### src/hw/barrel_pkg.sv
package barrel_pkg;

  // --------------------------------------------------
  // core dimensions
  // --------------------------------------------------
  localparam int XLEN        = 32;
  localparam int NUM_THREADS = 4;
  localparam int THREAD_W    = 2;
  localparam int REG_ADDR_W  = 5;
  localparam int IMEM_ADDR_W = 8;
  localparam int DMEM_ADDR_W = 8;

  // byte distance between thread start addresses
  localparam logic [XLEN-1:0] THREAD_PC_STRIDE = 32'd256;

  // --------------------------------------------------
  // major opcodes
  // --------------------------------------------------
  localparam logic [6:0] OPC_LUI    = 7'b0110111;
  localparam logic [6:0] OPC_AUIPC  = 7'b0010111;
  localparam logic [6:0] OPC_JAL    = 7'b1101111;
  localparam logic [6:0] OPC_JALR   = 7'b1100111;
  localparam logic [6:0] OPC_BRANCH = 7'b1100011;
  localparam logic [6:0] OPC_LOAD   = 7'b0000011;
  localparam logic [6:0] OPC_STORE  = 7'b0100011;
  localparam logic [6:0] OPC_OP_IMM = 7'b0010011;
  localparam logic [6:0] OPC_OP     = 7'b0110011;

  // funct3 for branches
  localparam logic [2:0] F3_BEQ  = 3'b000;
  localparam logic [2:0] F3_BNE  = 3'b001;
  localparam logic [2:0] F3_BLT  = 3'b100;
  localparam logic [2:0] F3_BGE  = 3'b101;
  localparam logic [2:0] F3_BLTU = 3'b110;
  localparam logic [2:0] F3_BGEU = 3'b111;

  // --------------------------------------------------
  // alu and writeback select codes
  // --------------------------------------------------
  localparam logic [3:0] ALU_ADD    = 4'd0;
  localparam logic [3:0] ALU_SUB    = 4'd1;
  localparam logic [3:0] ALU_SLL    = 4'd2;
  localparam logic [3:0] ALU_SLT    = 4'd3;
  localparam logic [3:0] ALU_SLTU   = 4'd4;
  localparam logic [3:0] ALU_XOR    = 4'd5;
  localparam logic [3:0] ALU_SRL    = 4'd6;
  localparam logic [3:0] ALU_SRA    = 4'd7;
  localparam logic [3:0] ALU_OR     = 4'd8;
  localparam logic [3:0] ALU_AND    = 4'd9;
  localparam logic [3:0] ALU_PASS_B = 4'd10;

  localparam logic [1:0] WB_ALU  = 2'd0;
  localparam logic [1:0] WB_LOAD = 2'd1;
  localparam logic [1:0] WB_LINK = 2'd2;

  // one instruction word, seen through each encoding format
  typedef union packed {
    struct packed {
      logic [6:0] funct7;
      logic [4:0] rs2;
      logic [4:0] rs1;
      logic [2:0] funct3;
      logic [4:0] rd;
      logic [6:0] opcode;
    } r;
    struct packed {
      logic [11:0] imm;
      logic [4:0]  rs1;
      logic [2:0]  funct3;
      logic [4:0]  rd;
      logic [6:0]  opcode;
    } i;
    struct packed {
      logic [6:0] imm_hi;
      logic [4:0] rs2;
      logic [4:0] rs1;
      logic [2:0] funct3;
      logic [4:0] imm_lo;
      logic [6:0] opcode;
    } s;
    struct packed {
      logic       imm12;
      logic [5:0] imm10_5;
      logic [4:0] rs2;
      logic [4:0] rs1;
      logic [2:0] funct3;
      logic [3:0] imm4_1;
      logic       imm11;
      logic [6:0] opcode;
    } b;
    struct packed {
      logic [19:0] imm31_12;
      logic [4:0]  rd;
      logic [6:0]  opcode;
    } u;
    struct packed {
      logic       imm20;
      logic [9:0] imm10_1;
      logic       imm11;
      logic [7:0] imm19_12;
      logic [4:0] rd;
      logic [6:0] opcode;
    } j;
    logic [31:0] raw;
  } instr_u;

endpackage
### src/hw/writeback_unit.sv
`timescale 1ns/1ns
module writeback_unit import barrel_pkg::*; (
  input  logic                  clk,
  input  logic                  reset,
  input  logic                  i_valid,
  input  logic [THREAD_W-1:0]   i_thread,
  input  logic [REG_ADDR_W-1:0] i_rd,
  input  logic [1:0]            i_sel,
  input  logic                  i_reg_we,
  input  logic [XLEN-1:0]       i_result,
  input  logic [XLEN-1:0]       i_link,
  input  logic [XLEN-1:0]       i_dmem_rdata,
  output logic                  o_rf_we,
  output logic [THREAD_W-1:0]   o_rf_thread,
  output logic [REG_ADDR_W-1:0] o_rf_addr,
  output logic [XLEN-1:0]       o_rf_data,
  output logic                  o_wb_valid,
  output logic [THREAD_W-1:0]   o_wb_thread,
  output logic [REG_ADDR_W-1:0] o_wb_addr,
  output logic [XLEN-1:0]       o_wb_data
);

  logic armed;

  // no writes until the pipeline has run one cycle out of reset
  always_ff @(posedge clk) begin
    if (reset) begin
      armed <= 1'b0;
    end else begin
      armed <= 1'b1;
    end
  end

  // result source
  always_comb begin
    case (i_sel)
      WB_LOAD: o_rf_data = i_dmem_rdata;
      WB_LINK: o_rf_data = i_link;
      default: o_rf_data = i_result;
    endcase
  end

  assign o_rf_we     = armed & i_valid & i_reg_we;
  assign o_rf_thread = i_thread;
  assign o_rf_addr   = i_rd;

  // debug copy of the register write
  assign o_wb_valid  = o_rf_we;
  assign o_wb_thread = o_rf_thread;
  assign o_wb_addr   = o_rf_addr;
  assign o_wb_data   = o_rf_data;

endmodule

### config.mk
export PLATFORM = sky130hd
export DESIGN_NAME = writeback_unit
export DESIGN_NICKNAME = d
export VERILOG_FILES = /design/src/hw/barrel_pkg.sv /design/src/hw/writeback_unit.sv
export SDC_FILE = /design/constraint.sdc
export NUM_CORES = 1
export LEC_CHECK = 0
export BUFFER_PORTS_ARGS = -buffer_cell sky130_fd_sc_hd__buf_2
export CAP_MARGIN = 20
export CORE_AREA = 4 4 71 73
export CTS_BUF_LIST = sky130_fd_sc_hd__clkbuf_2
export CTS_CLUSTER_DIAMETER = 30
export DETAILED_ROUTE_END_ITERATION = 8
export DIE_AREA = 0 0 75 77
export PLACE_DENSITY = 0.73
export SLEW_MARGIN = 20
export SYNTH_ARGS = -nofsm -noshare
export SYNTH_HDL_FRONTEND = slang
export SYNTH_SLANG_ARGS = --single-unit
### constraint.sdc
create_clock -name clk -period 1.6 [get_ports clk]
set_clock_uncertainty 0.15 [all_clocks]
set_input_delay 0.16 -clock clk [delete_from_list [all_inputs] [get_ports clk]]
set_output_delay 0.16 -clock clk [all_outputs]
set_load 0.02 [all_outputs]
==> metrics.csv, run 1 <==
metric,value,unit
rsz0062_at_grt,no,
ctsHoldBuffers,0,
grt_use_total,12.8,%
top_register,armed,
drt-pass1-iter-count,4,
crit_required,1.29,ns
yosys-top-cells-area,"buf_4 (37%), a22oi_1 (23%), o21ai_1 (15%)",
cp-start-kind,primary input,
dieArea,0.00578,mm^2
drt_iter0_drc,41,
io_pins,189,
drt_wl_total,4650,um
grt_overflow,0,
setup_viol,0,
fin_nets,390,
rows,24,
maxCapViolCount,0,
postCtsSetupRepairBufs,0,
drcViolationCount,0,
layout_common_cells,"buf_2 (164), a22oi_1 (32), nand2_1 (32)",
hp-class,in2reg,
mostFrequentLayoutCell,buf_2,
synth_top_area_share,36.5,%
cts-resized-gates,0,
io_buffers,167,
fmax,662,MHz
hold_depth,2,
syn_area,0.00103,mm^2
drive_gt1_share,63.9,%
timing.final.ws_setup,0.0894,ns
top_regs,armed: 1 flops,
gp_congestion,0.739,
die_h,77,um
ant_nets,0,
stdcell_count,329,
drt-wirelength-per-cell,14.1,um
max-slew-margin-rel,85.0,%
place_ws,0.0507,ns
via_count,1503,
post-place-cells,327,
core-area,0.00435,mm^2
power_density,516,mW/mm^2
largest_reg_flops,1,
postLayoutCellArea,0.00166,mm^2
crit_type,in2out,
yosysUniqueCellTypes,11,
syn_nets,274,
whs,0.167,ns
status,"complete, no violations",
antenna_found_initial,0,
synth.avg_cell_area,6.30,um^2
synth_top_area_cell,buf_4,
synth_cells,163,
vias_per_cell,4.57,
hold_viol_final,0,
areaGrowthSynthToFinish,61.6,%
place_area,0.00159,mm^2
critPathCaptureType,primary output,
synth_seq_cells,1,
yosysSeqAreaShare,1.95,%
grt_pass1_vias,1387,
start_util,23.6,%
antenna_cells,0,
slew_viol_final,0,
tightest_slew,0.225,ns
dp_hpwl,3590,um
grt_max_degree,39,
period_minus_slack,1.51,ns
vdd.ir_drop.worst,0.184,mV
power,858,uW
p_leak,0.000978,uW
clk_pin_slew,0,ns
period_share,94.4,%
yosys_warnings,0,
grt_first_pass_wirelength,6160,um
cp.arrival,1.20,ns
crit_path_max_fanout,16,
dieWidth,75,um
==> report_power, final <==
group          leakage, uW  total, uW  internal [uW]  switching, uW
Clock                    0          0              0              0
Combinational     0.000969        830            333            497
Sequential      0.00000844       27.2           26.8          0.346
==> logic make-up (layout without fill, tap and decap cells) <==
| kind of cell | after synthesis | after routing | share of synthesized area [%] |
|---|---|---|---|
| compound gates | 64 | 64 | 39.0 |
| fa+ha+maj | 2 | 2 | 2.44 |
| buf+inv | 63 | 177 | 44.3 |
| flops | 1 | 1 | 1.95 |
| simple gates | 33 | 33 | 12.3 |
==> synthesized netlist by cell type <==
cell      n
and3_1    1
a22oi_1  32
o21ai_1  30
buf_6     3
nand2_1  32
buf_2     7
ha_1      2
inv_1     3
dfxtp_1   1
o21ai_0   2
buf_4    50
==> critical path, cell delays in order <==
cell and delay (ns):
buf_2 0.12, inv_1 0.05, ha_2 0.22, clkbuf_16 0.20
a22oi_1 0.09, o21ai_1 0.16, buf_2 0.20
==> stage by stage <==
| stage | TNS [ns] | util [%] |
|---|---|---|
| after floorplan | -2.31 | - |
| after global placement | 0 | 36.4 |
| after detailed placement | 0 | 36.4 |
| after CTS | 0 | 36.4 |
| after global routing | 0 | 38.1 |
| final | 0 | 38.1 |
==> metal layers <==
metal  global-route usage [%]  vias to the layer above  share of wire (%)  wire (um)
met1                     13.2                      644                 34       1560
li1                         -                      756                  -          -
met3                    0.654                        2                 12        545
met2                     27.7                      101                 54       2530
met5                        0                        -                  0          0
met4                    0.178                        0               0.13          6
==> layout make-up <==
cell class	count	area (um^2)
fill	473	2690
inverter	3	11.3
multi-input combinational	99	571
sequential	1	20.0
tap	52	65.1
timing repair buffer	174	993
==> worst paths after layout <==
kind | start | endpoint | slack (ns)
worst max-delay path | i_sel[1] | o_rf_data[31] | 0.09
worst min-delay path | reset | armed$_DFF_P_ | 0.17
Power figures use the tool's default switching activity.
==> run 2: changes to the inputs <==
--- a/config.mk
+++ b/config.mk
@@ -12,7 +12,7 @@
 export CTS_CLUSTER_DIAMETER = 30
 export DETAILED_ROUTE_END_ITERATION = 8
 export DIE_AREA = 0 0 75 77
-export PLACE_DENSITY = 0.73
+export PLACE_DENSITY = 0.84
 export SLEW_MARGIN = 20
 export SYNTH_ARGS = -nofsm -noshare
 export SYNTH_HDL_FRONTEND = slang
==> run 2 against run 1 <==
Against the previous run:
- flip-flop and latch count did not move
- routed wire length fell by 1.7%
- sequential share of layout area barely moved
- largest cell class unchanged
- highest routed layer unchanged
- die area did not move
- fmax fell by 0.67%
- global-route usage rose by 0.64 points
==> metrics.csv, run 2 (same netlist as run 1, synthesis figures left out) <==
metric,value,unit
status,"complete, no violations",
period_share,95.0,%
clk_pin_slew,0,ns
hold_depth,2,
gr-usage-met1,13.0,%
maxCapViolCount,0,
max-slew-margin-rel,85.7,%
drt-pass1-iter-count,4,
start_util,23.6,%
path_cells,"buf_2, inv_1, ha_1, buf_6, a22oi_1, o21ai_1, buf_2",
vias_per_cell,4.63,
ctsHoldBuffers,0,
cp-start-kind,primary input,
p_leak,0.000974,uW
drcViolationCount,0,
crit_path_max_fanout,21,
largest_reg_flops,1,
areaGrowthSynthToFinish,60.2,%
dieArea,0.00578,mm^2
final_util,37.8,%
tightest_slew,0.214,ns
rows,24,
io_pins,189,
core-area,0.00435,mm^2
cp.arrival,1.21,ns
top_register,armed,
grtUsageMet3,1.57,%
whs,0.161,ns
rsz0062_at_grt,yes,
crit_type,in2out,
post-place-cells,328,
fmax,658,MHz
met2_usage,28.4,%
critPathCaptureType,primary output,
critical_path.max_stage_delay,0.20,ns
crit_start,i_sel[1],
mostFrequentLayoutCell,buf_2,
hold_viol_final,0,
cts-resized-gates,0,
crit_path_frequent_cell,buf_2,
drt-wirelength-per-cell,13.8,um
antenna_found_initial,1,
stdcell_count,330,
period_minus_slack,1.52,ns
hp-class,in2reg,
grt_overflow,0,
dieWidth,75,um
top_regs,armed: 1 flops,
grt_pass1_vias,1435,
grt_use_total,13.4,%
grt_first_pass_wirelength,6460,um
layout_common_cells,"buf_2 (161), a22oi_1 (32), nand2_1 (32)",
cpMaxStageDelayCell,buf_6,
die_h,77,um
vdd.ir_drop.worst,0.216,mV
ant_nets,0,
top_usage_layer,met2,
grt_max_degree,42,
io_buffers,167,
drive_gt1_share,63.9,%
cp-endpoint,o_rf_data[28],
dp_hpwl,3780,um
drt_iter0_drc,44,
crit_required,1.29,ns
slew_viol_final,0,
setup_viol,0,
power_density,522,mW/mm^2
postCtsSetupRepairBufs,0,
drt_wl_total,4570,um
via_count,1529,
gp_congestion,0.821,
fin_nets,390,
==> run 2: cell count changes in the layout (fill, tap and decap cells not counted) <==
cell and change:
buf_4 +4, buf_2 -3, buf_12 -1, buf_6 +1
clkbuf_16 -1, diode_2 +1, ha_1 +1, ha_2 -1
o21ai_1 -1, o21ai_2 +1
==> run 2: critical path, delay by kind of cell <==
family	cells	cell delay (ns)
adders and majority gates	1	0.17
buffers and inverters	4	0.57
AOI/OAI and AO/OA	2	0.30
==> run 2: worst min path at each step <==
stage	start	to	slack, ns
floorplan	reset	armed$_DFF_P_	0.07
global placement	reset	armed$_DFF_P_	0.16
detailed placement	reset	armed$_DFF_P_	0.16
CTS	reset	armed$_DFF_P_	0.16
global route	i_rd[2]	o_rf_addr[2]	0.17
finish	reset	armed$_DFF_P_	0.16
==> run 2: routing by layer <==
metal / share of wire, % / routed length (um) / vias up
li1: - / - / 756
met1: 32 / 1470 / 666
met2: 54 / 2460 / 103
met3: 13 / 603 / 4
met5: 0 / 0 / -
met4: 0.68 / 31 / 0
==> run 2: stage by stage <==
| step | TNS (ns) | setup WS [ns] | power [uW] | cell area (um^2) |
|---|---|---|---|---|
| 5_1_grt | -0.0370 | -0.0161 | 924 | 1650 |
| 2_1_floorplan | -2.31 | -0.0815 | 652 | 1030 |
| 3_3_place_gp | 0 | 0.0635 | 817 | 1580 |
| 6_report | 0 | 0.0792 | 859 | 1650 |
| 4_1_cts | 0 | 0.0240 | 829 | 1580 |
| 3_5_place_dp | 0 | 0.0289 | 826 | 1580 |
==> run 2: area by class of cell <==
cell class / instances / area [um^2]
fillers: 443 / 2710
repair buffers: 174 / 975
multi-input cells: 99 / 572
well taps: 52 / 65.1
flip-flops and latches: 1 / 20.0
inverters: 3 / 11.3
diodes: 1 / 2.50
==> run 2: power breakdown <==
part,internal [uW],switching (uW),total [uW]
logic,332,500,832
registers,26.8,0.296,27.1
clock network,0.0000836,0,0.0000837
