$ cat src/hw/barrel_pkg.sv
package barrel_pkg;

  // --------------------------------------------------
  // core dimensions
  // --------------------------------------------------
  localparam int XLEN        = 32;
  localparam int NUM_THREADS = 4;
  localparam int THREAD_W    = 2;
  localparam int REG_ADDR_W  = 5;
  localparam int IMEM_ADDR_W = 8;
  localparam int DMEM_ADDR_W = 8;

  // byte distance between thread start addresses
  localparam logic [XLEN-1:0] THREAD_PC_STRIDE = 32'd256;

  // --------------------------------------------------
  // major opcodes
  // --------------------------------------------------
  localparam logic [6:0] OPC_LUI    = 7'b0110111;
  localparam logic [6:0] OPC_AUIPC  = 7'b0010111;
  localparam logic [6:0] OPC_JAL    = 7'b1101111;
  localparam logic [6:0] OPC_JALR   = 7'b1100111;
  localparam logic [6:0] OPC_BRANCH = 7'b1100011;
  localparam logic [6:0] OPC_LOAD   = 7'b0000011;
  localparam logic [6:0] OPC_STORE  = 7'b0100011;
  localparam logic [6:0] OPC_OP_IMM = 7'b0010011;
  localparam logic [6:0] OPC_OP     = 7'b0110011;

  // funct3 for branches
  localparam logic [2:0] F3_BEQ  = 3'b000;
  localparam logic [2:0] F3_BNE  = 3'b001;
  localparam logic [2:0] F3_BLT  = 3'b100;
  localparam logic [2:0] F3_BGE  = 3'b101;
  localparam logic [2:0] F3_BLTU = 3'b110;
  localparam logic [2:0] F3_BGEU = 3'b111;

  // --------------------------------------------------
  // alu and writeback select codes
  // --------------------------------------------------
  localparam logic [3:0] ALU_ADD    = 4'd0;
  localparam logic [3:0] ALU_SUB    = 4'd1;
  localparam logic [3:0] ALU_SLL    = 4'd2;
  localparam logic [3:0] ALU_SLT    = 4'd3;
  localparam logic [3:0] ALU_SLTU   = 4'd4;
  localparam logic [3:0] ALU_XOR    = 4'd5;
  localparam logic [3:0] ALU_SRL    = 4'd6;
  localparam logic [3:0] ALU_SRA    = 4'd7;
  localparam logic [3:0] ALU_OR     = 4'd8;
  localparam logic [3:0] ALU_AND    = 4'd9;
  localparam logic [3:0] ALU_PASS_B = 4'd10;

  localparam logic [1:0] WB_ALU  = 2'd0;
  localparam logic [1:0] WB_LOAD = 2'd1;
  localparam logic [1:0] WB_LINK = 2'd2;

  // one instruction word, seen through each encoding format
  typedef union packed {
    struct packed {
      logic [6:0] funct7;
      logic [4:0] rs2;
      logic [4:0] rs1;
      logic [2:0] funct3;
      logic [4:0] rd;
      logic [6:0] opcode;
    } r;
    struct packed {
      logic [11:0] imm;
      logic [4:0]  rs1;
      logic [2:0]  funct3;
      logic [4:0]  rd;
      logic [6:0]  opcode;
    } i;
    struct packed {
      logic [6:0] imm_hi;
      logic [4:0] rs2;
      logic [4:0] rs1;
      logic [2:0] funct3;
      logic [4:0] imm_lo;
      logic [6:0] opcode;
    } s;
    struct packed {
      logic       imm12;
      logic [5:0] imm10_5;
      logic [4:0] rs2;
      logic [4:0] rs1;
      logic [2:0] funct3;
      logic [3:0] imm4_1;
      logic       imm11;
      logic [6:0] opcode;
    } b;
    struct packed {
      logic [19:0] imm31_12;
      logic [4:0]  rd;
      logic [6:0]  opcode;
    } u;
    struct packed {
      logic       imm20;
      logic [9:0] imm10_1;
      logic       imm11;
      logic [7:0] imm19_12;
      logic [4:0] rd;
      logic [6:0] opcode;
    } j;
    logic [31:0] raw;
  } instr_u;

endpackage
$ cat src/hw/thread_fetch.sv
`timescale 1ns/1ns
module thread_fetch import barrel_pkg::*; (
  input  logic                   clk,
  input  logic                   reset,
  input  logic                   i_pc_wr,
  input  logic [THREAD_W-1:0]    i_pc_wr_thread,
  input  logic [XLEN-1:0]        i_pc_wr_value,
  output logic [IMEM_ADDR_W-1:0] o_imem_addr,
  output logic                   o_dec_valid,
  output logic [THREAD_W-1:0]    o_dec_thread,
  output logic [XLEN-1:0]        o_dec_pc
);

  logic                start;
  logic [THREAD_W-1:0] thread_cnt;
  logic [XLEN-1:0]     pc_q [NUM_THREADS];

  // rotation holds one cycle after reset
  always_ff @(posedge clk) begin
    if (reset) begin
      start      <= 1'b0;
      thread_cnt <= '0;
    end else begin
      start <= 1'b1;
      if (start) begin
        thread_cnt <= thread_cnt + THREAD_W'(1);
      end
    end
  end

  // --------------------------------------------------
  // per-thread program counters
  // --------------------------------------------------
  always_ff @(posedge clk) begin
    if (reset) begin
      for (int n = 0; n < NUM_THREADS; n++) begin
        pc_q[n] <= THREAD_PC_STRIDE * XLEN'(n);
      end
    end else if (i_pc_wr) begin
      pc_q[i_pc_wr_thread] <= i_pc_wr_value;
    end
  end

  // word address of the thread being fetched
  assign o_imem_addr = pc_q[thread_cnt][IMEM_ADDR_W+1:2];

  // line up with the instruction returning next cycle
  always_ff @(posedge clk) begin
    if (reset) begin
      o_dec_valid <= 1'b0;
    end else begin
      o_dec_valid <= start;
    end
  end

  always_ff @(posedge clk) begin
    o_dec_thread <= thread_cnt;
    o_dec_pc     <= pc_q[thread_cnt];
  end

endmodule

$ cat config.mk
export PLATFORM = sky130hd
export DESIGN_NAME = thread_fetch
export DESIGN_NICKNAME = d
export VERILOG_FILES = /design/src/hw/barrel_pkg.sv /design/src/hw/thread_fetch.sv
export SDC_FILE = /design/constraint.sdc
export NUM_CORES = 1
export LEC_CHECK = 0
export ABC_AREA = 0
export BUFFER_PORTS_ARGS = -buffer_cell sky130_fd_sc_hd__buf_2
export CAP_MARGIN = 0
export CORE_MARGIN = 10
export CORE_UTILIZATION = 50
export DETAILED_ROUTE_END_ITERATION = 10
export PLACE_DENSITY = 0.73
export SLEW_MARGIN = 40
export SYNTH_ARGS = -nofsm -noshare
export SYNTH_HDL_FRONTEND = slang
export SYNTH_SLANG_ARGS = --single-unit
$ cat constraint.sdc
create_clock -name clk -period 3 [get_ports clk]
set_input_delay 0.15 -clock clk [delete_from_list [all_inputs] [get_ports clk]]
set_output_delay 0.15 -clock clk [all_outputs]
set_load 0.02 [all_outputs]
==> metrics.cfg, run 1 <==
[grt]
antenna_found_initial = 0
grt_max_degree = 33
grt_pass1_vias = 3611
grt_overflow = 0
grt_pass1_wl_mm = 20.0
grt_use_total = 0.150

[routing]
final_antenna_net_count = 0
vias = 3374
wire_per_inst_um = 20.3
drc_errors = 0
first_pass_iters = 4
initialDrtViolationCount = 203
via_per_inst = 5.30
wl_mm = 13.0

[setup_path]
cp-start-kind = flop
crit_fanout = 25
reg2reg_depth = 2
r2r_slack_ns = 1.37
cp_slowest_stage_delay_ns = 0.65
cp_num_buf_inv = 1
timing.rr.end = o_dec_pc[11]$_DFF_P_
critPathRequiredTime_ns = 2.85
end_kind = primary output
arrival_ns = 1.91
slowest_stage = mux4_1
crit_type = reg -> out
critical_path.endpoint = o_imem_addr[5]
critical_path.top_delay_family = multiplexers
crit_cells = 2
path_cells = mux4_1 > buf_2

[hold_path]
hold_path.class = in -> reg
whs_path_depth = 2

[placed_design]
dpl_worst_slack_ns = 1.07
place.detailed.hpwl_mm = 7.36
io_buffers = 79
placedCellCount = 604
dpl_cell_area_um2 = 7130
place.gp.congestion = 0.683

[logic_synthesis]
yosys_warnings = 0
yosys.area.top_type_share = 0.585
synthesis.nets = 404
syn_area_um2 = 6570
ys_seq_elements = 168
synth_cells = 367
synth_top_area_cell = edfxtp_1
ys_types = 24
synth.avg_cell_area_um2 = 17.9
synth-seq-area-share = 0.707
ys_top_cells_by_area = edfxtp_1 59%, dfxtp_1 12%, mux4_1 11%, and2_1 10%, and2_2 2.1%

[layout]
nets = 489
drive_gt1_frac = 0.314
final_cells = 637
final_cell_mix = 128 x edfxtp_1, 106 x and2_1, 79 x buf_2
areaGrowthSynthToFinish_pct = 18.6
finalInstanceArea_um2 = 7790
final_common_cell = edfxtp_1
utilization = 0.612
diodes = 0

[timing]
rsz0062_at_grt = false
max-slew-margin-rel = 0.501
fmax_mhz = 486
skew_ns = 0.00612
setup_ws_ns = 0.941
worstMarginPinSlew_ns = 0.748
finalHoldViolations = 0
setup_viol = 0
drv_slew = 0
setup_tns_ns = 0
finalCritPeriodShare = 0.686
fin_crit_ns = 2.06

[clock_network]
postCtsSetupRepairBufs = 0
cts_buffers = 17
clkTransAtPathRegs_ns = 0.06
holdBufCountCts = 0
clockBufferDepth = 2
ctsHtreeMaxLevel = 4
clock_latency_ns = 0.43
cts_tree = yes
clock-sinks = 168
cts_root_buf = clkbuf_16
post_cts_resized = 0

[floorplan]
die_w_um = 135
die_h_um = 135
die_area_um2 = 18100
coreArea_um2 = 12700
start_util = 0.516
rows = 41
io_pins = 80

[pwr]
power_leakage_uw = 0.00301
vdd_drop_max_mv = 0.369
power_density_nw_per_um2 = 725

[run]
drv_cap = 0

[run_status]
status = completed

[cells in the mapped netlist]
master	instances
a21bo_2	1
a21oi_1	1
a31o_2	1
and2_1	106
and2_2	18
and2b_1	2
and4bb_2	2
buf_2	3
buf_6	5
clkbuf_1	3
clkbuf_2	9
dfxtp_1	40
edfxtp_1	128
inv_1	2
mux4_1	28
mux4_2	4
nand2_1	1
nand2b_1	5
nand3_1	1
nand3b_1	1
nor2_1	2
nor4b_4	1
o21ai_0	2
xnor2_1	1
[worst min-delay path by stage]
stage	end	startpoint	slack, ns
4_1_cts	pc_q[2][1]$_SDFFCE_PN0P_	i_pc_wr_value[1]	0.01
5_1_grt	pc_q[1][7]$_SDFFCE_PN0P_	i_pc_wr_value[7]	0.02
2_1_floorplan	pc_q[1][8]$_SDFFCE_PN1P_	i_pc_wr_value[8]	0.33
3_3_place_gp	o_dec_thread[1]$_DFF_P_	thread_cnt[1]$_SDFFE_PP0P_	0.35
6_report	pc_q[3][13]$_DFFE_PP_	i_pc_wr_value[13]	0.03
3_5_place_dp	o_dec_thread[1]$_DFF_P_	thread_cnt[1]$_SDFFE_PP0P_	0.36
[final cells by class]
class,count,area (µm²)
multi-input combinational,177,1820
timing repair buffer,86,455
clock buffer,17,425
tap,172,215
sequential,168,4650
inverter,2,7.51
clock inverter,15,206
fill,988,4940
[metrics by stage]
| step | power (µW) | hold WS, ns |
|---|---|---|
| after floorplan | 3150 | 0.328 |
| after global placement | 3350 | 0.347 |
| after detailed placement | 3370 | 0.359 |
| after CTS | 5690 | 0.00962 |
| after global routing | 5830 | 0.0247 |
| final | 5640 | 0.0336 |
[power breakdown]
group | leakage (µW) | total (µW) | internal [µW] | switching, µW
logic | 0.00110 | 496 | 211 | 285
clock network | 0.000311 | 2340 | 1460 | 871
registers | 0.00160 | 2810 | 2720 | 87.4
total | 0.00301 | 5640 | 4400 | 1240
[flip-flops by register name (all words and copies together) (netlist names), named ones only]
name	cells
o_dec_valid	1
pc_q	128
start	1
o_dec_pc	32
o_dec_thread	2
thread_cnt	2
[layer usage]
| layer | GRT usage | part of all wire | vias up |
|---|---|---|---|
| met5 | 0 | 0 | - |
| met4 | 0.0641 | 0.016 | 0 |
| met3 | 0.0530 | 0.049 | 16 |
| met2 | 0.248 | 0.51 | 81 |
| met1 | 0.173 | 0.42 | 1742 |
| li1 | - | - | 1535 |
[kinds of logic (layout without fill, tap and decap cells)]
kind of cell	Yosys count	in the layout	share of synthesized area
flip-flops	168	168	0.707
AND/OR/NAND/NOR	139	139	0.140
multiplexers	32	32	0.126
buffers and inverters	22	120	0.0206
AO/OA/AOI/OAI	5	5	0.00515
XOR/XNOR	1	1	0.00133
(Power assumes the default switching activity.)
==> inputs of run 2 (changes only) <==
--- a/config.mk
+++ b/config.mk
@@ -11,7 +11,7 @@
 export CORE_MARGIN = 10
 export CORE_UTILIZATION = 50
 export DETAILED_ROUTE_END_ITERATION = 10
-export PLACE_DENSITY = 0.73
+export PLACE_DENSITY = 0.7
 export SLEW_MARGIN = 40
 export SYNTH_ARGS = -nofsm -noshare
 export SYNTH_HDL_FRONTEND = slang
==> constraint.sdc (replaced) <==
create_clock -name clk -period 1.9 [get_ports clk]
set_input_delay 0.095 -clock clk [delete_from_list [all_inputs] [get_ports clk]]
set_output_delay 0.095 -clock clk [all_outputs]
set_load 0.02 [all_outputs]
==> run 2 against run 1 <==
Sequential share of layout area shrank 2.6 points. Design area grew 4.5%. First-iteration DRC count shrank 9.4%. Die area is the same. Core utilization grew 2.8 points. Combinational power grew 79%. Setup slack lost 0.81 ns.
==> metrics.cfg, run 2 (synthesis gave the netlist of run 1 again) <==
[pwr]
p_sw_frac = 0.225  ; +0.00447
comb_power_share = 0.103  ; +0.015
p_seq_frac = 0.515  ; +0.017
intPower_uw = 6650  ; +51%
vdd_drop_max_mv = 0.653  ; +77%
power_leakage_uw = 0.00316  ; +5.0%
power_density_nw_per_um2 = 1050  ; +45%
power_uw = 8570  ; +52%
power_frac_clock = 0.382  ; -0.032
p_switching_uw = 1930  ; +55%

[setup_path]
critPathRequiredTime_ns = 1.80  ; -1.05 ns
arrival_ns = 1.67  ; -0.24 ns
cp-start-kind = flop
end_kind = primary output
crit_type = reg -> out
cp_slowest_stage_delay_ns = 0.62  ; -0.03 ns
crit_cells = 2  ; unchanged
cp_num_buf_inv = 1  ; unchanged
crit_fanout = 10  ; -60%
critical_path.top_delay_family = multiplexers
reg2reg_depth = 3  ; +1
path_cells = mux4_1 > buf_2
slowest_stage = mux4_1

[timing]
setup_viol = 0  ; unchanged
finalCritPeriodShare = 0.928
drv_slew = 0  ; unchanged
fmax_mhz = 567
finalHoldViolations = 0  ; unchanged
holdWs_ns = 0.0274  ; -0.00618 ns
worstMarginPinSlew_ns = 0.371  ; -0.377 ns
fin_crit_ns = 1.76
max-slew-margin-rel = 0.752  ; +0.251
rsz0062_at_grt = false
skew_ns = 0.00787  ; +0.00174 ns
setup_ws_ns = 0.136  ; -0.805 ns

[floorplan]
io_pins = 80  ; unchanged
die_w_um = 135  ; unchanged
die_h_um = 135  ; unchanged
start_util = 0.516  ; unchanged
coreArea_um2 = 12700  ; unchanged
rows = 41  ; unchanged
die_area_um2 = 18100  ; unchanged

[layout]
nets = 530  ; +8.4%
largest-register = pc_q
fillers = 932  ; -5.7%
drive_gt1_frac = 0.304  ; -0.00963
areaGrowthSynthToFinish_pct = 23.9
final_cell_mix = 128 x edfxtp_1, 106 x and2_1, 79 x buf_2
final_common_cell = edfxtp_1
top_regs = pc_q: 128 flops, o_dec_pc: 32 flops
largest_reg_flops = 128  ; unchanged
diodes = 0  ; unchanged

[routing]
via_per_inst = 5.08  ; -4.1%
wire_per_inst_um = 19.2  ; -5.7%
drc_errors = 0  ; unchanged
vias = 3444  ; +2.1%
initialDrtViolationCount = 184  ; -9.4%
wl_mm = 13.0  ; +0.40%
final_antenna_net_count = 0  ; unchanged
first_pass_iters = 4  ; unchanged

[hold_path]
whs_path_depth = 2  ; unchanged
hold_path.class = in -> reg

[clock_network]
cts_root_buf = clkbuf_16
clkTransAtPathRegs_ns = 0.06  ; about the same
cts_buffers = 17  ; unchanged
clock_latency_ns = 0.42  ; about the same
cts_tree = yes
clock-sinks = 168  ; unchanged
ctsHtreeMaxLevel = 4  ; unchanged
clockBufferDepth = 2  ; unchanged

[run]
drv_cap = 0  ; unchanged

[placed_design]
dpl_worst_slack_ns = 0.309  ; -0.759 ns
place.gp.congestion = 0.673  ; -1.4%
place.detailed.hpwl_mm = 8.03  ; +9.1%
io_buffers = 79  ; unchanged

[grt]
grt_pass1_wl_mm = 20.5  ; +2.4%
grt_max_degree = 33  ; unchanged
grt_use_total = 0.151  ; +0.00121
grt_overflow = 0  ; unchanged
antenna_found_initial = 0  ; unchanged
grt_pass1_vias = 3879  ; +7.4%

[run_status]
status = completed

## run 2: final cells by class
class / instances / area, µm² / area share
flip-flops and latches: 168 / 4650 / 0.572
multi-input cells: 177 / 1810 / 0.223
repair buffers: 127 / 886 / 0.109
clock buffers: 25 / 497 / 0.0610
well taps: 172 / 215 / 0.0264
clock inverters: 7 / 68.8 / 0.00846
inverters: 2 / 7.51 / 0.000923
## run 2: final timing paths
kind                                    from  slack (ns)                 endpoint
setup reg to reg                        flop        0.33     o_dec_pc[11]$_DFF_P_
hold reg to reg   thread_cnt[1]$_SDFFE_PP0P_        0.37  o_dec_thread[1]$_DFF_P_
hold / removal             i_pc_wr_value[26]        0.03    pc_q[3][26]$_DFFE_PP_
setup / recovery                        flop        0.14           o_imem_addr[7]
## run 2: timing repair
action | in CTS | in global routing
cloned | 0 | 0
buffers inserted | 0 | 2
gates resized for setup | 2 | 0
hold buffers | 32 | 0
endpoints found under the setup margin | 7 | 1
hold endpoints to repair | 121 | 0
## run 2: layer usage
layer | routed length, µm | part of all wire | vias to the layer above | global-route usage
li1 | - | - | 1619 | -
met4 | 236 | 0.018 | 0 | 0.0605
met5 | 0 | 0 | - | 0
met1 | 5100 | 0.39 | 1727 | 0.156
met3 | 651 | 0.050 | 19 | 0.0516
met2 | 7030 | 0.54 | 79 | 0.275
## run 2: power by group through the flow
stage,combinational [µW],clock (µW),sequential [µW]
finish,886,3280,4410
global route,956,3480,4440
CTS,894,3330,4420
detailed placement,838,0,4500
global placement,816,0,4480
floorplan,389,0,4590
## run 2: per-stage QoR
| stage | util | std cells | cell area (µm²) | setup TNS (ns) |
|---|---|---|---|---|
| 2_1_floorplan | - | 367 | 6570 | -14.55 |
| 3_3_place_gp | 0.568 | 612 | 7230 | 0 |
| 3_5_place_dp | 0.568 | 612 | 7230 | 0 |
| 4_1_cts | 0.638 | 676 | 8120 | 0 |
| 5_1_grt | 0.640 | 678 | 8140 | 0 |
| 6_report | 0.640 | 678 | 8140 | 0 |
