## config.mk

```make
export PLATFORM = sky130hd
export DESIGN_NAME = execute_unit
export DESIGN_NICKNAME = d
export VERILOG_FILES = /design/src/hw/barrel_pkg.sv /design/src/hw/execute_unit.sv
export SDC_FILE = /design/constraint.sdc
export NUM_CORES = 1
export LEC_CHECK = 0
export BUFFER_PORTS_ARGS = -buffer_cell sky130_fd_sc_hd__buf_2
export CAP_MARGIN = 40
export CORE_MARGIN = 2
export CORE_UTILIZATION = 25
export DETAILED_ROUTE_END_ITERATION = 16
export MAX_ROUTING_LAYER = met4
export PLACE_DENSITY = 0.54
export SYNTH_ARGS = -nofsm -noshare
export SYNTH_HDL_FRONTEND = slang
export SYNTH_SLANG_ARGS = --single-unit
```

## constraint.sdc

```tcl
create_clock -name clk -period 6.3 [get_ports clk]
set_input_delay 0.63 -clock clk [delete_from_list [all_inputs] [get_ports clk]]
set_output_delay 0.63 -clock clk [all_outputs]
set_load 0.02 [all_outputs]
```

## src/hw/barrel_pkg.sv

```systemverilog
package barrel_pkg;

  // --------------------------------------------------
  // core dimensions
  // --------------------------------------------------
  localparam int XLEN        = 32;
  localparam int NUM_THREADS = 4;
  localparam int THREAD_W    = 2;
  localparam int REG_ADDR_W  = 5;
  localparam int IMEM_ADDR_W = 8;
  localparam int DMEM_ADDR_W = 8;

  // byte distance between thread start addresses
  localparam logic [XLEN-1:0] THREAD_PC_STRIDE = 32'd256;

  // --------------------------------------------------
  // major opcodes
  // --------------------------------------------------
  localparam logic [6:0] OPC_LUI    = 7'b0110111;
  localparam logic [6:0] OPC_AUIPC  = 7'b0010111;
  localparam logic [6:0] OPC_JAL    = 7'b1101111;
  localparam logic [6:0] OPC_JALR   = 7'b1100111;
  localparam logic [6:0] OPC_BRANCH = 7'b1100011;
  localparam logic [6:0] OPC_LOAD   = 7'b0000011;
  localparam logic [6:0] OPC_STORE  = 7'b0100011;
  localparam logic [6:0] OPC_OP_IMM = 7'b0010011;
  localparam logic [6:0] OPC_OP     = 7'b0110011;

  // funct3 for branches
  localparam logic [2:0] F3_BEQ  = 3'b000;
  localparam logic [2:0] F3_BNE  = 3'b001;
  localparam logic [2:0] F3_BLT  = 3'b100;
  localparam logic [2:0] F3_BGE  = 3'b101;
  localparam logic [2:0] F3_BLTU = 3'b110;
  localparam logic [2:0] F3_BGEU = 3'b111;

  // --------------------------------------------------
  // alu and writeback select codes
  // --------------------------------------------------
  localparam logic [3:0] ALU_ADD    = 4'd0;
  localparam logic [3:0] ALU_SUB    = 4'd1;
  localparam logic [3:0] ALU_SLL    = 4'd2;
  localparam logic [3:0] ALU_SLT    = 4'd3;
  localparam logic [3:0] ALU_SLTU   = 4'd4;
  localparam logic [3:0] ALU_XOR    = 4'd5;
  localparam logic [3:0] ALU_SRL    = 4'd6;
  localparam logic [3:0] ALU_SRA    = 4'd7;
  localparam logic [3:0] ALU_OR     = 4'd8;
  localparam logic [3:0] ALU_AND    = 4'd9;
  localparam logic [3:0] ALU_PASS_B = 4'd10;

  localparam logic [1:0] WB_ALU  = 2'd0;
  localparam logic [1:0] WB_LOAD = 2'd1;
  localparam logic [1:0] WB_LINK = 2'd2;

  // one instruction word, seen through each encoding format
  typedef union packed {
    struct packed {
      logic [6:0] funct7;
      logic [4:0] rs2;
      logic [4:0] rs1;
      logic [2:0] funct3;
      logic [4:0] rd;
      logic [6:0] opcode;
    } r;
    struct packed {
      logic [11:0] imm;
      logic [4:0]  rs1;
      logic [2:0]  funct3;
      logic [4:0]  rd;
      logic [6:0]  opcode;
    } i;
    struct packed {
      logic [6:0] imm_hi;
      logic [4:0] rs2;
      logic [4:0] rs1;
      logic [2:0] funct3;
      logic [4:0] imm_lo;
      logic [6:0] opcode;
    } s;
    struct packed {
      logic       imm12;
      logic [5:0] imm10_5;
      logic [4:0] rs2;
      logic [4:0] rs1;
      logic [2:0] funct3;
      logic [3:0] imm4_1;
      logic       imm11;
      logic [6:0] opcode;
    } b;
    struct packed {
      logic [19:0] imm31_12;
      logic [4:0]  rd;
      logic [6:0]  opcode;
    } u;
    struct packed {
      logic       imm20;
      logic [9:0] imm10_1;
      logic       imm11;
      logic [7:0] imm19_12;
      logic [4:0] rd;
      logic [6:0] opcode;
    } j;
    logic [31:0] raw;
  } instr_u;

endpackage
```

## src/hw/execute_unit.sv

```systemverilog
`timescale 1ns/1ns
module execute_unit import barrel_pkg::*; (
  input  logic                   clk,
  input  logic                   reset,
  input  logic                   i_valid,
  input  logic [THREAD_W-1:0]    i_thread,
  input  logic [XLEN-1:0]        i_pc,
  input  logic [XLEN-1:0]        i_a,
  input  logic [XLEN-1:0]        i_b,
  input  logic [XLEN-1:0]        i_imm,
  input  logic [3:0]             i_alu_op,
  input  logic                   i_src_a_pc,
  input  logic                   i_src_b_imm,
  input  logic                   i_branch,
  input  logic                   i_jump,
  input  logic                   i_jalr,
  input  logic [2:0]             i_funct3,
  input  logic                   i_load,
  input  logic                   i_store,
  input  logic [REG_ADDR_W-1:0]  i_rd,
  input  logic [1:0]             i_wb_sel,
  input  logic                   i_reg_we,
  output logic                   o_pc_wr,
  output logic [THREAD_W-1:0]    o_pc_wr_thread,
  output logic [XLEN-1:0]        o_pc_wr_value,
  output logic [DMEM_ADDR_W-1:0] o_dmem_addr,
  output logic [XLEN-1:0]        o_dmem_wdata,
  output logic                   o_dmem_we,
  output logic                   o_wb_valid_s,
  output logic [THREAD_W-1:0]    o_wb_thread_s,
  output logic [REG_ADDR_W-1:0]  o_wb_rd,
  output logic [1:0]             o_wb_sel,
  output logic                   o_wb_reg_we,
  output logic [XLEN-1:0]        o_wb_result,
  output logic [XLEN-1:0]        o_wb_link
);

  logic [XLEN-1:0] op_a, op_b, alu_res, pc_plus4, target;
  logic            take, cond;

  assign op_a = i_src_a_pc ? i_pc : i_a;
  assign op_b = i_src_b_imm ? i_imm : i_b;

  // --------------------------------------------------
  // alu
  // --------------------------------------------------
  always_comb begin
    case (i_alu_op)
      ALU_ADD:    alu_res = op_a + op_b;
      ALU_SUB:    alu_res = op_a - op_b;
      ALU_SLL:    alu_res = op_a << op_b[4:0];
      ALU_SLT:    alu_res = {{(XLEN-1){1'b0}}, $signed(op_a) < $signed(op_b)};
      ALU_SLTU:   alu_res = {{(XLEN-1){1'b0}}, op_a < op_b};
      ALU_XOR:    alu_res = op_a ^ op_b;
      ALU_SRL:    alu_res = op_a >> op_b[4:0];
      ALU_SRA:    alu_res = $unsigned($signed(op_a) >>> op_b[4:0]);
      ALU_OR:     alu_res = op_a | op_b;
      ALU_AND:    alu_res = op_a & op_b;
      ALU_PASS_B: alu_res = op_b;
      default:    alu_res = '0;
    endcase
  end

  // branch condition on the raw register operands
  always_comb begin
    case (i_funct3)
      F3_BEQ:  cond = (i_a == i_b);
      F3_BNE:  cond = (i_a != i_b);
      F3_BLT:  cond = $signed(i_a) < $signed(i_b);
      F3_BGE:  cond = $signed(i_a) >= $signed(i_b);
      F3_BLTU: cond = i_a < i_b;
      F3_BGEU: cond = i_a >= i_b;
      default: cond = 1'b0;
    endcase
  end

  // next pc for this thread
  assign pc_plus4 = i_pc + 32'd4;
  assign target   = i_jalr ? {alu_res[XLEN-1:1], 1'b0} : i_pc + i_imm;
  assign take     = i_jump | i_jalr | (i_branch & cond);

  assign o_pc_wr        = i_valid;
  assign o_pc_wr_thread = i_thread;
  assign o_pc_wr_value  = take ? target : pc_plus4;

  // data memory request, word addressed
  assign o_dmem_addr  = alu_res[DMEM_ADDR_W+1:2];
  assign o_dmem_wdata = i_b;
  assign o_dmem_we    = i_valid & i_store;

  // --------------------------------------------------
  // execute to writeback register
  // --------------------------------------------------
  always_ff @(posedge clk) begin
    if (reset) begin
      o_wb_valid_s <= 1'b0;
    end else begin
      o_wb_valid_s <= i_valid;
    end
  end

  always_ff @(posedge clk) begin
    o_wb_thread_s <= i_thread;
    o_wb_rd       <= i_rd;
    o_wb_sel      <= i_load ? WB_LOAD : i_wb_sel;
    o_wb_reg_we   <= i_reg_we & (i_rd != '0);
    o_wb_result   <= alu_res;
    o_wb_link     <= pc_plus4;
  end

endmodule

```

==> results.yml, run 1 <==
run_status:
  status: "complete, no violations"
synthesis:
  synth_cell_types: 92
  async_flop_share: 0
  syn-mean-instance-area_um2: 6.991
  yosysWarnings: 0
  ys_seq_area_frac: 0.09717
  post_synth_instance_area_um2: 15450
  ys.flop_type: "dfxtp_1"
  synth_edf_count: 0
  postSynthCellCount: 2210
  synth-seq-cells: 75
  syn_nets: 2529
timing:
  fmax_mhz: 168.1
  hold_violations: 0
  finalMaxSlewViolations: 0
  fin_ws_ns: 0.3510
  slew_headroom: 0.3987
  tns_ns: 0
  fin_crit_sh: 0.9443
  rsz0062_at_grt: "no"
  fin_crit_ns: 5.949
  timing.hold.ws_ns: 0.3442
  setup_viol: 0
  worstMarginPinSlew_ns: 0.8986
worst_setup_path:
  critPathArrivalTime_ns: 5.32
  cp.required_ns: 5.67
  worstSetupEndpointType: "output port"
  critPathSlowestCell: "o31ai_1"
  crit_fanout: 14
  cp-start-kind: "input pin"
  max_stage_delay_ns: 0.62
  cp_cell_sequence: "buf_2 -> mux2i_1 -> inv_1 -> ha_1 -> o21bai_1 -> a221oi_1 -> nor4b_1 -> o31ai_1 -> nand3_1 -> o31ai_1 -> a21oi_1 -> o21ai_0 -> o2111ai_1 -> mux2_2 -> buf_2"
  path_class: "in2out"
drt:
  drt-pass1-iter-count: 7
  viasPerCell: 5.755
  drc: 0
  wl_per_cell_um: 25.06
  via_count: 18590
  drt_iter0_drc: 2108
  ant_nets: 0
  wl_mm: 80.94
power_and_ir_drop:
  p_per_area_nw_per_um2: 183.9
  leakage_nw: 8.317
  peakVddDrop_uv: 193.8
  total_power_mw: 3.304
placed_design:
  dpl.hpwl_mm: 65.77
  dpl_cell_area_um2: 17650
  gp_congestion: 1.039
  place_ws_ns: 0.4719
  io_buffers: 305
clocking:
  cts-root-buf: "clkbuf_16"
  cts_tree: "built"
  cts_buffers: 9
  cts_sinks: 75
  cts.path.max_buffers: 2
  cts_setup_buffers: 0
  htree_levels: 3
  path_clk_slew_ns: 0.08
  cts_resized: 0
  cts_hold_buf: 0
layout:
  design_area_um2: 17970
  syn_to_final_growth_pct: 16.29
  nets: 2752
  drive_above_1_share: 0.1920
die:
  die-area_um2: 63810
  core_um2: 61370
  fp.dieW_um: 252.6
  io_pins: 306
  die_height_um: 252.6
  start_util: 0.2518
  core.rowCount: 91
grt:
  grt_pass1_wl_mm: 117.7
  grtUsageTotal: 0.2527
  antenna_found_initial: 2
  grt_max_degree: 70
  grt_pass1_vias: 17710
  overflow: 0
job:
  drv_cap: 0
hold_path:
  holdPathStages: 1
  hold_class: "in2reg"
==> cells in the final DEF (no fill, tap or decap), types with 39 or more instances in the layout <==
cell / count
nand3_1: 67
nor2_1: 192
a21oi_1: 178
mux2i_1: 135
ha_1: 161
dfxtp_1: 75
nor3_1: 51
buf_2: 307
inv_1: 143
xnor2_1: 39
o211ai_1: 39
nand2_1: 230
buf_4: 78
o21ai_0: 127
==> synthesized netlist by cell type, types with 39 or more instances <==
master,count,area share
nand2_1,230,0.056
nor2_1,194,0.047
a21oi_1,178,0.058
ha_1,161,0.13
inv_1,144,0.035
mux2i_1,136,0.088
o21ai_0,127,0.041
dfxtp_1,75,0.097
nand3_1,67,0.022
clkbuf_1,66,0.016
nor3_1,52,0.017
buf_4,49,0.024
o211ai_1,39,0.019
xnor2_1,39,0.022
==> metal layers <==
metal / track usage / part of all wire
met4: 0.1117 / 0.047
met5: - / 0
met3: 0.03831 / 0.084
met1: 0.3173 / 0.41
met2: 0.4003 / 0.45
==> worst max-delay path: cells and delay by family <==
family                     cells  cell delay (ns)
and+or+nand+nor                2             0.48
buffers and inverters          3             0.75
muxes                          2             0.69
adders and majority gates      1             0.25
AOI/OAI and AO/OA              7             2.48
==> flip-flops by register name, summed over array words and instances, names as in the netlist <==
| signal | cells |
|---|---|
| o_wb_thread_s | 2 |
| o_wb_valid_s | 1 |
| o_wb_link | 32 |
| o_wb_sel | 2 |
| o_wb_rd | 5 |
| o_wb_reg_we | 1 |
| o_wb_result | 32 |
==> per-stage QoR <==
stage                       util  instances
after global placement    0.2874       3210
after detailed placement  0.2876       3212
after floorplan                -       2210
after CTS                 0.2927       3228
after global routing      0.2927       3229
final                     0.2928       3230
==> path summary, 6_finish.rpt <==
kind,start,to,slack [ns]
setup / recovery,i_src_a_pc,o_pc_wr_value[26],0.35
hold / removal,i_rd[4],o_wb_rd[4],0.34
==> power breakdown <==
part           leakage, nW  internal (mW)  switching, mW  total, mW
Sequential           0.631          0.533         0.0180      0.551
Combinational         7.53          0.708           1.44       2.15
Clock                0.155          0.319          0.283      0.602
Total                 8.32           1.56           1.74       3.30
==> logic make-up (layout without fill, tap and decap cells) <==
family / after synthesis / count (layout) / synth area share
simple gates: 723 / 723 / 0.2190
compound gates: 699 / 699 / 0.3020
buf+inv: 322 / 550 / 0.09977
mux: 168 / 168 / 0.1143
fa+ha+maj: 164 / 164 / 0.1343
flops: 75 / 75 / 0.09717
xor+xnor: 59 / 59 / 0.03344
other cells: 0 / 2 / 0
==> cell type report <==
cell class	count	area [um^2]
clock buffer	9	225.2
antenna	2	5.005
multi-input combinational	1813	12440
timing repair buffer	387	2162
inverter	147	554.3
sequential	75	1501
clock inverter	7	87.58
fill	6873	43400
tap	790	988.4
(Power assumes the default switching activity.)
==> run 2, diff against run 1 <==
Settings changed: PLACE_DENSITY 0.54 to unset.
==> run 2 against run 1 <==
Maximum frequency is 2.4% lower. Largest power group unchanged. Worst hold slack worse by 0.0092 ns. Via count is 0.48% higher. Combinational power hardly changed. Non-clock buffer count is 16 lower. Largest cell class unchanged. Setup slack worse by 0.14 ns. Die area stayed put. Clock-buffer cell count stayed put. First-iteration DRC count is 2.3% higher. Core utilization is 0.18 points lower. Critical path depth is 1 higher.
==> results.yml, run 2 (same netlist as run 1, synthesis figures left out) <==
power_and_ir_drop:
  intPower_mw: 1.587
  leakage_nw: 8.245
  p_sw_frac: 0.5194
  p_sw_mw: 1.715
  p_per_area_nw_per_um2: 184.9
  comb_power_share: 0.643
  p_clk_frac: 0.191
  pwr-share-seq: 0.167
  total_power_mw: 3.302
  peakVddDrop_uv: 180.3
timing:
  setup_viol: 0
  rsz0062_at_grt: "no"
  fin_crit_ns: 6.093
  fmax_mhz: 164.1
  tns_ns: 0
  finalMaxSlewViolations: 0
  worstMarginPinSlew_ns: 0.9417
  hold_violations: 0
  fin_crit_sh: 0.9671
  slew_headroom: 0.3674
  fin_ws_ns: 0.2070
layout:
  design_area_um2: 17860
  layout_common_cells: "309 x buf_2, 230 x nand2_1, 193 x nor2_1, 178 x a21oi_1, 161 x ha_1"
  regArea_um2: 1501
  multiInputGateArea_um2: 12440
  syn_to_final_growth_pct: 15.58
  drive_above_1_share: 0.1866
  nFillCells: 6777
  largestRegisters: "o_wb_link (32), o_wb_result (32), o_wb_rd (5)"
  nets: 2736
  antenna_cells: 0
  utilization: 0.2910
  final_common_cell: "buf_2"
job:
  drv_cap: 0
worst_setup_path:
  critPathArrivalTime_ns: 5.46
  path_class: "in2out"
  crit_fanout: 15
  worstSetupEndpointType: "output port"
  cp.required_ns: 5.67
  cp-start-kind: "input pin"
  crit_start: "i_src_a_pc"
run_status:
  status: "complete, no violations"
placed_design:
  place_ws_ns: 0.2999
  dpl.hpwl_mm: 64.35
  io_buffers: 305
  gp_congestion: 1.045
  dpl_cell_area_um2: 17520
drt:
  drt_iter0_drc: 2157
  wl_mm: 79.68
  ant_nets: 0
  via_count: 18680
  wl_per_cell_um: 24.81
  drc: 0
  drt-pass1-iter-count: 10
  viasPerCell: 5.815
die:
  io_pins: 306
  die_height_um: 252.6
  core.rowCount: 91
  die-area_um2: 63810
  start_util: 0.2518
  core_um2: 61370
  fp.dieW_um: 252.6
clocking:
  cts_sinks: 75
  cts_tree: "built"
  htree_levels: 3
  cts-root-buf: "clkbuf_16"
  cts.path.max_buffers: 2
  cts_setup_buffers: 0
  cts_resized: 0
  cts_buffers: 9
  cts_hold_buf: 0
  path_clk_slew_ns: 0.07
grt:
  grt_pass1_vias: 17450
  grt_max_degree: 69
  overflow: 0
  antenna_found_initial: 0
  grtUsageTotal: 0.2481
  grt_pass1_wl_mm: 115.6
hold_path:
  hold_path_startpoint: "i_rd[4]"
  hold_class: "in2reg"
[run 2: changes by cell type in the layout (fill, tap and decap cells not counted)]
cell / before / now
clkinvlp_4: 0 / 1
clkinv_4: 0 / 1
nor2_1: 192 / 193
nor2_2: 1 / 0
buf_2: 307 / 309
nand2b_1: 24 / 23
bufinv_16: 1 / 2
buf_4: 78 / 60
diode_2: 2 / 0
inv_6: 4 / 1
nand2b_2: 0 / 1
[run 2: stage by stage]
stage / hold slack, ns / instances
floorplan: 0.6577 / 2210
CTS: 0.3243 / 3211
finish: 0.3350 / 3212
global placement: 0.7445 / 3192
global route: 0.3340 / 3212
detailed placement: 0.7470 / 3195
[run 2: area by class of cell]
class	count	share of cell area
Multi-Input combinational cell	1813	0.6968
Timing Repair Buffer	371	0.1141
Inverter	147	0.03104
Tap cell	790	0.05535
Sequential cell	75	0.08407
Clock buffer	9	0.01261
Clock inverter	7	0.006025
[run 2: path summary, 6_finish.rpt]
check	to	cells past startpoint
hold / removal	o_wb_rd[4]	1
setup / recovery	o_pc_wr_value[30]	16
[run 2: per-layer routing]
metal / part of all wire / global-route usage / up-vias
li1: - / - / 8473
met1: 0.40 / 0.3130 / 8827
met2: 0.45 / 0.3876 / 1151
met3: 0.087 / 0.03234 / 228
met4: 0.057 / 0.1261 / 0
met5: 0 / - / -
[run 2: worst max-delay path, stage by stage]
cell and delay [ns]:
buf_2 0.46, buf_4 0.32, mux2i_1 0.59, ha_1 0.47
nor4_1 0.49, and2_1 0.24, nor4b_1 0.63, o31ai_1 0.17
buf_4 0.19, nand4_1 0.12, a21oi_1 0.15, and2_1 0.19
o32a_1 0.31, nand2b_1 0.19, o31a_1 0.15, buf_2 0.16
[run 2: power by group through the flow]
| stage | sequential (mW) | combinational (mW) | clock (mW) |
|---|---|---|---|
| after floorplan | 0.635 | 1.28 | 0 |
| after global placement | 0.561 | 2.07 | 0 |
| after detailed placement | 0.561 | 2.05 | 0 |
| after CTS | 0.551 | 2.06 | 0.646 |
| after global routing | 0.555 | 2.25 | 0.661 |
| final | 0.551 | 2.12 | 0.629 |
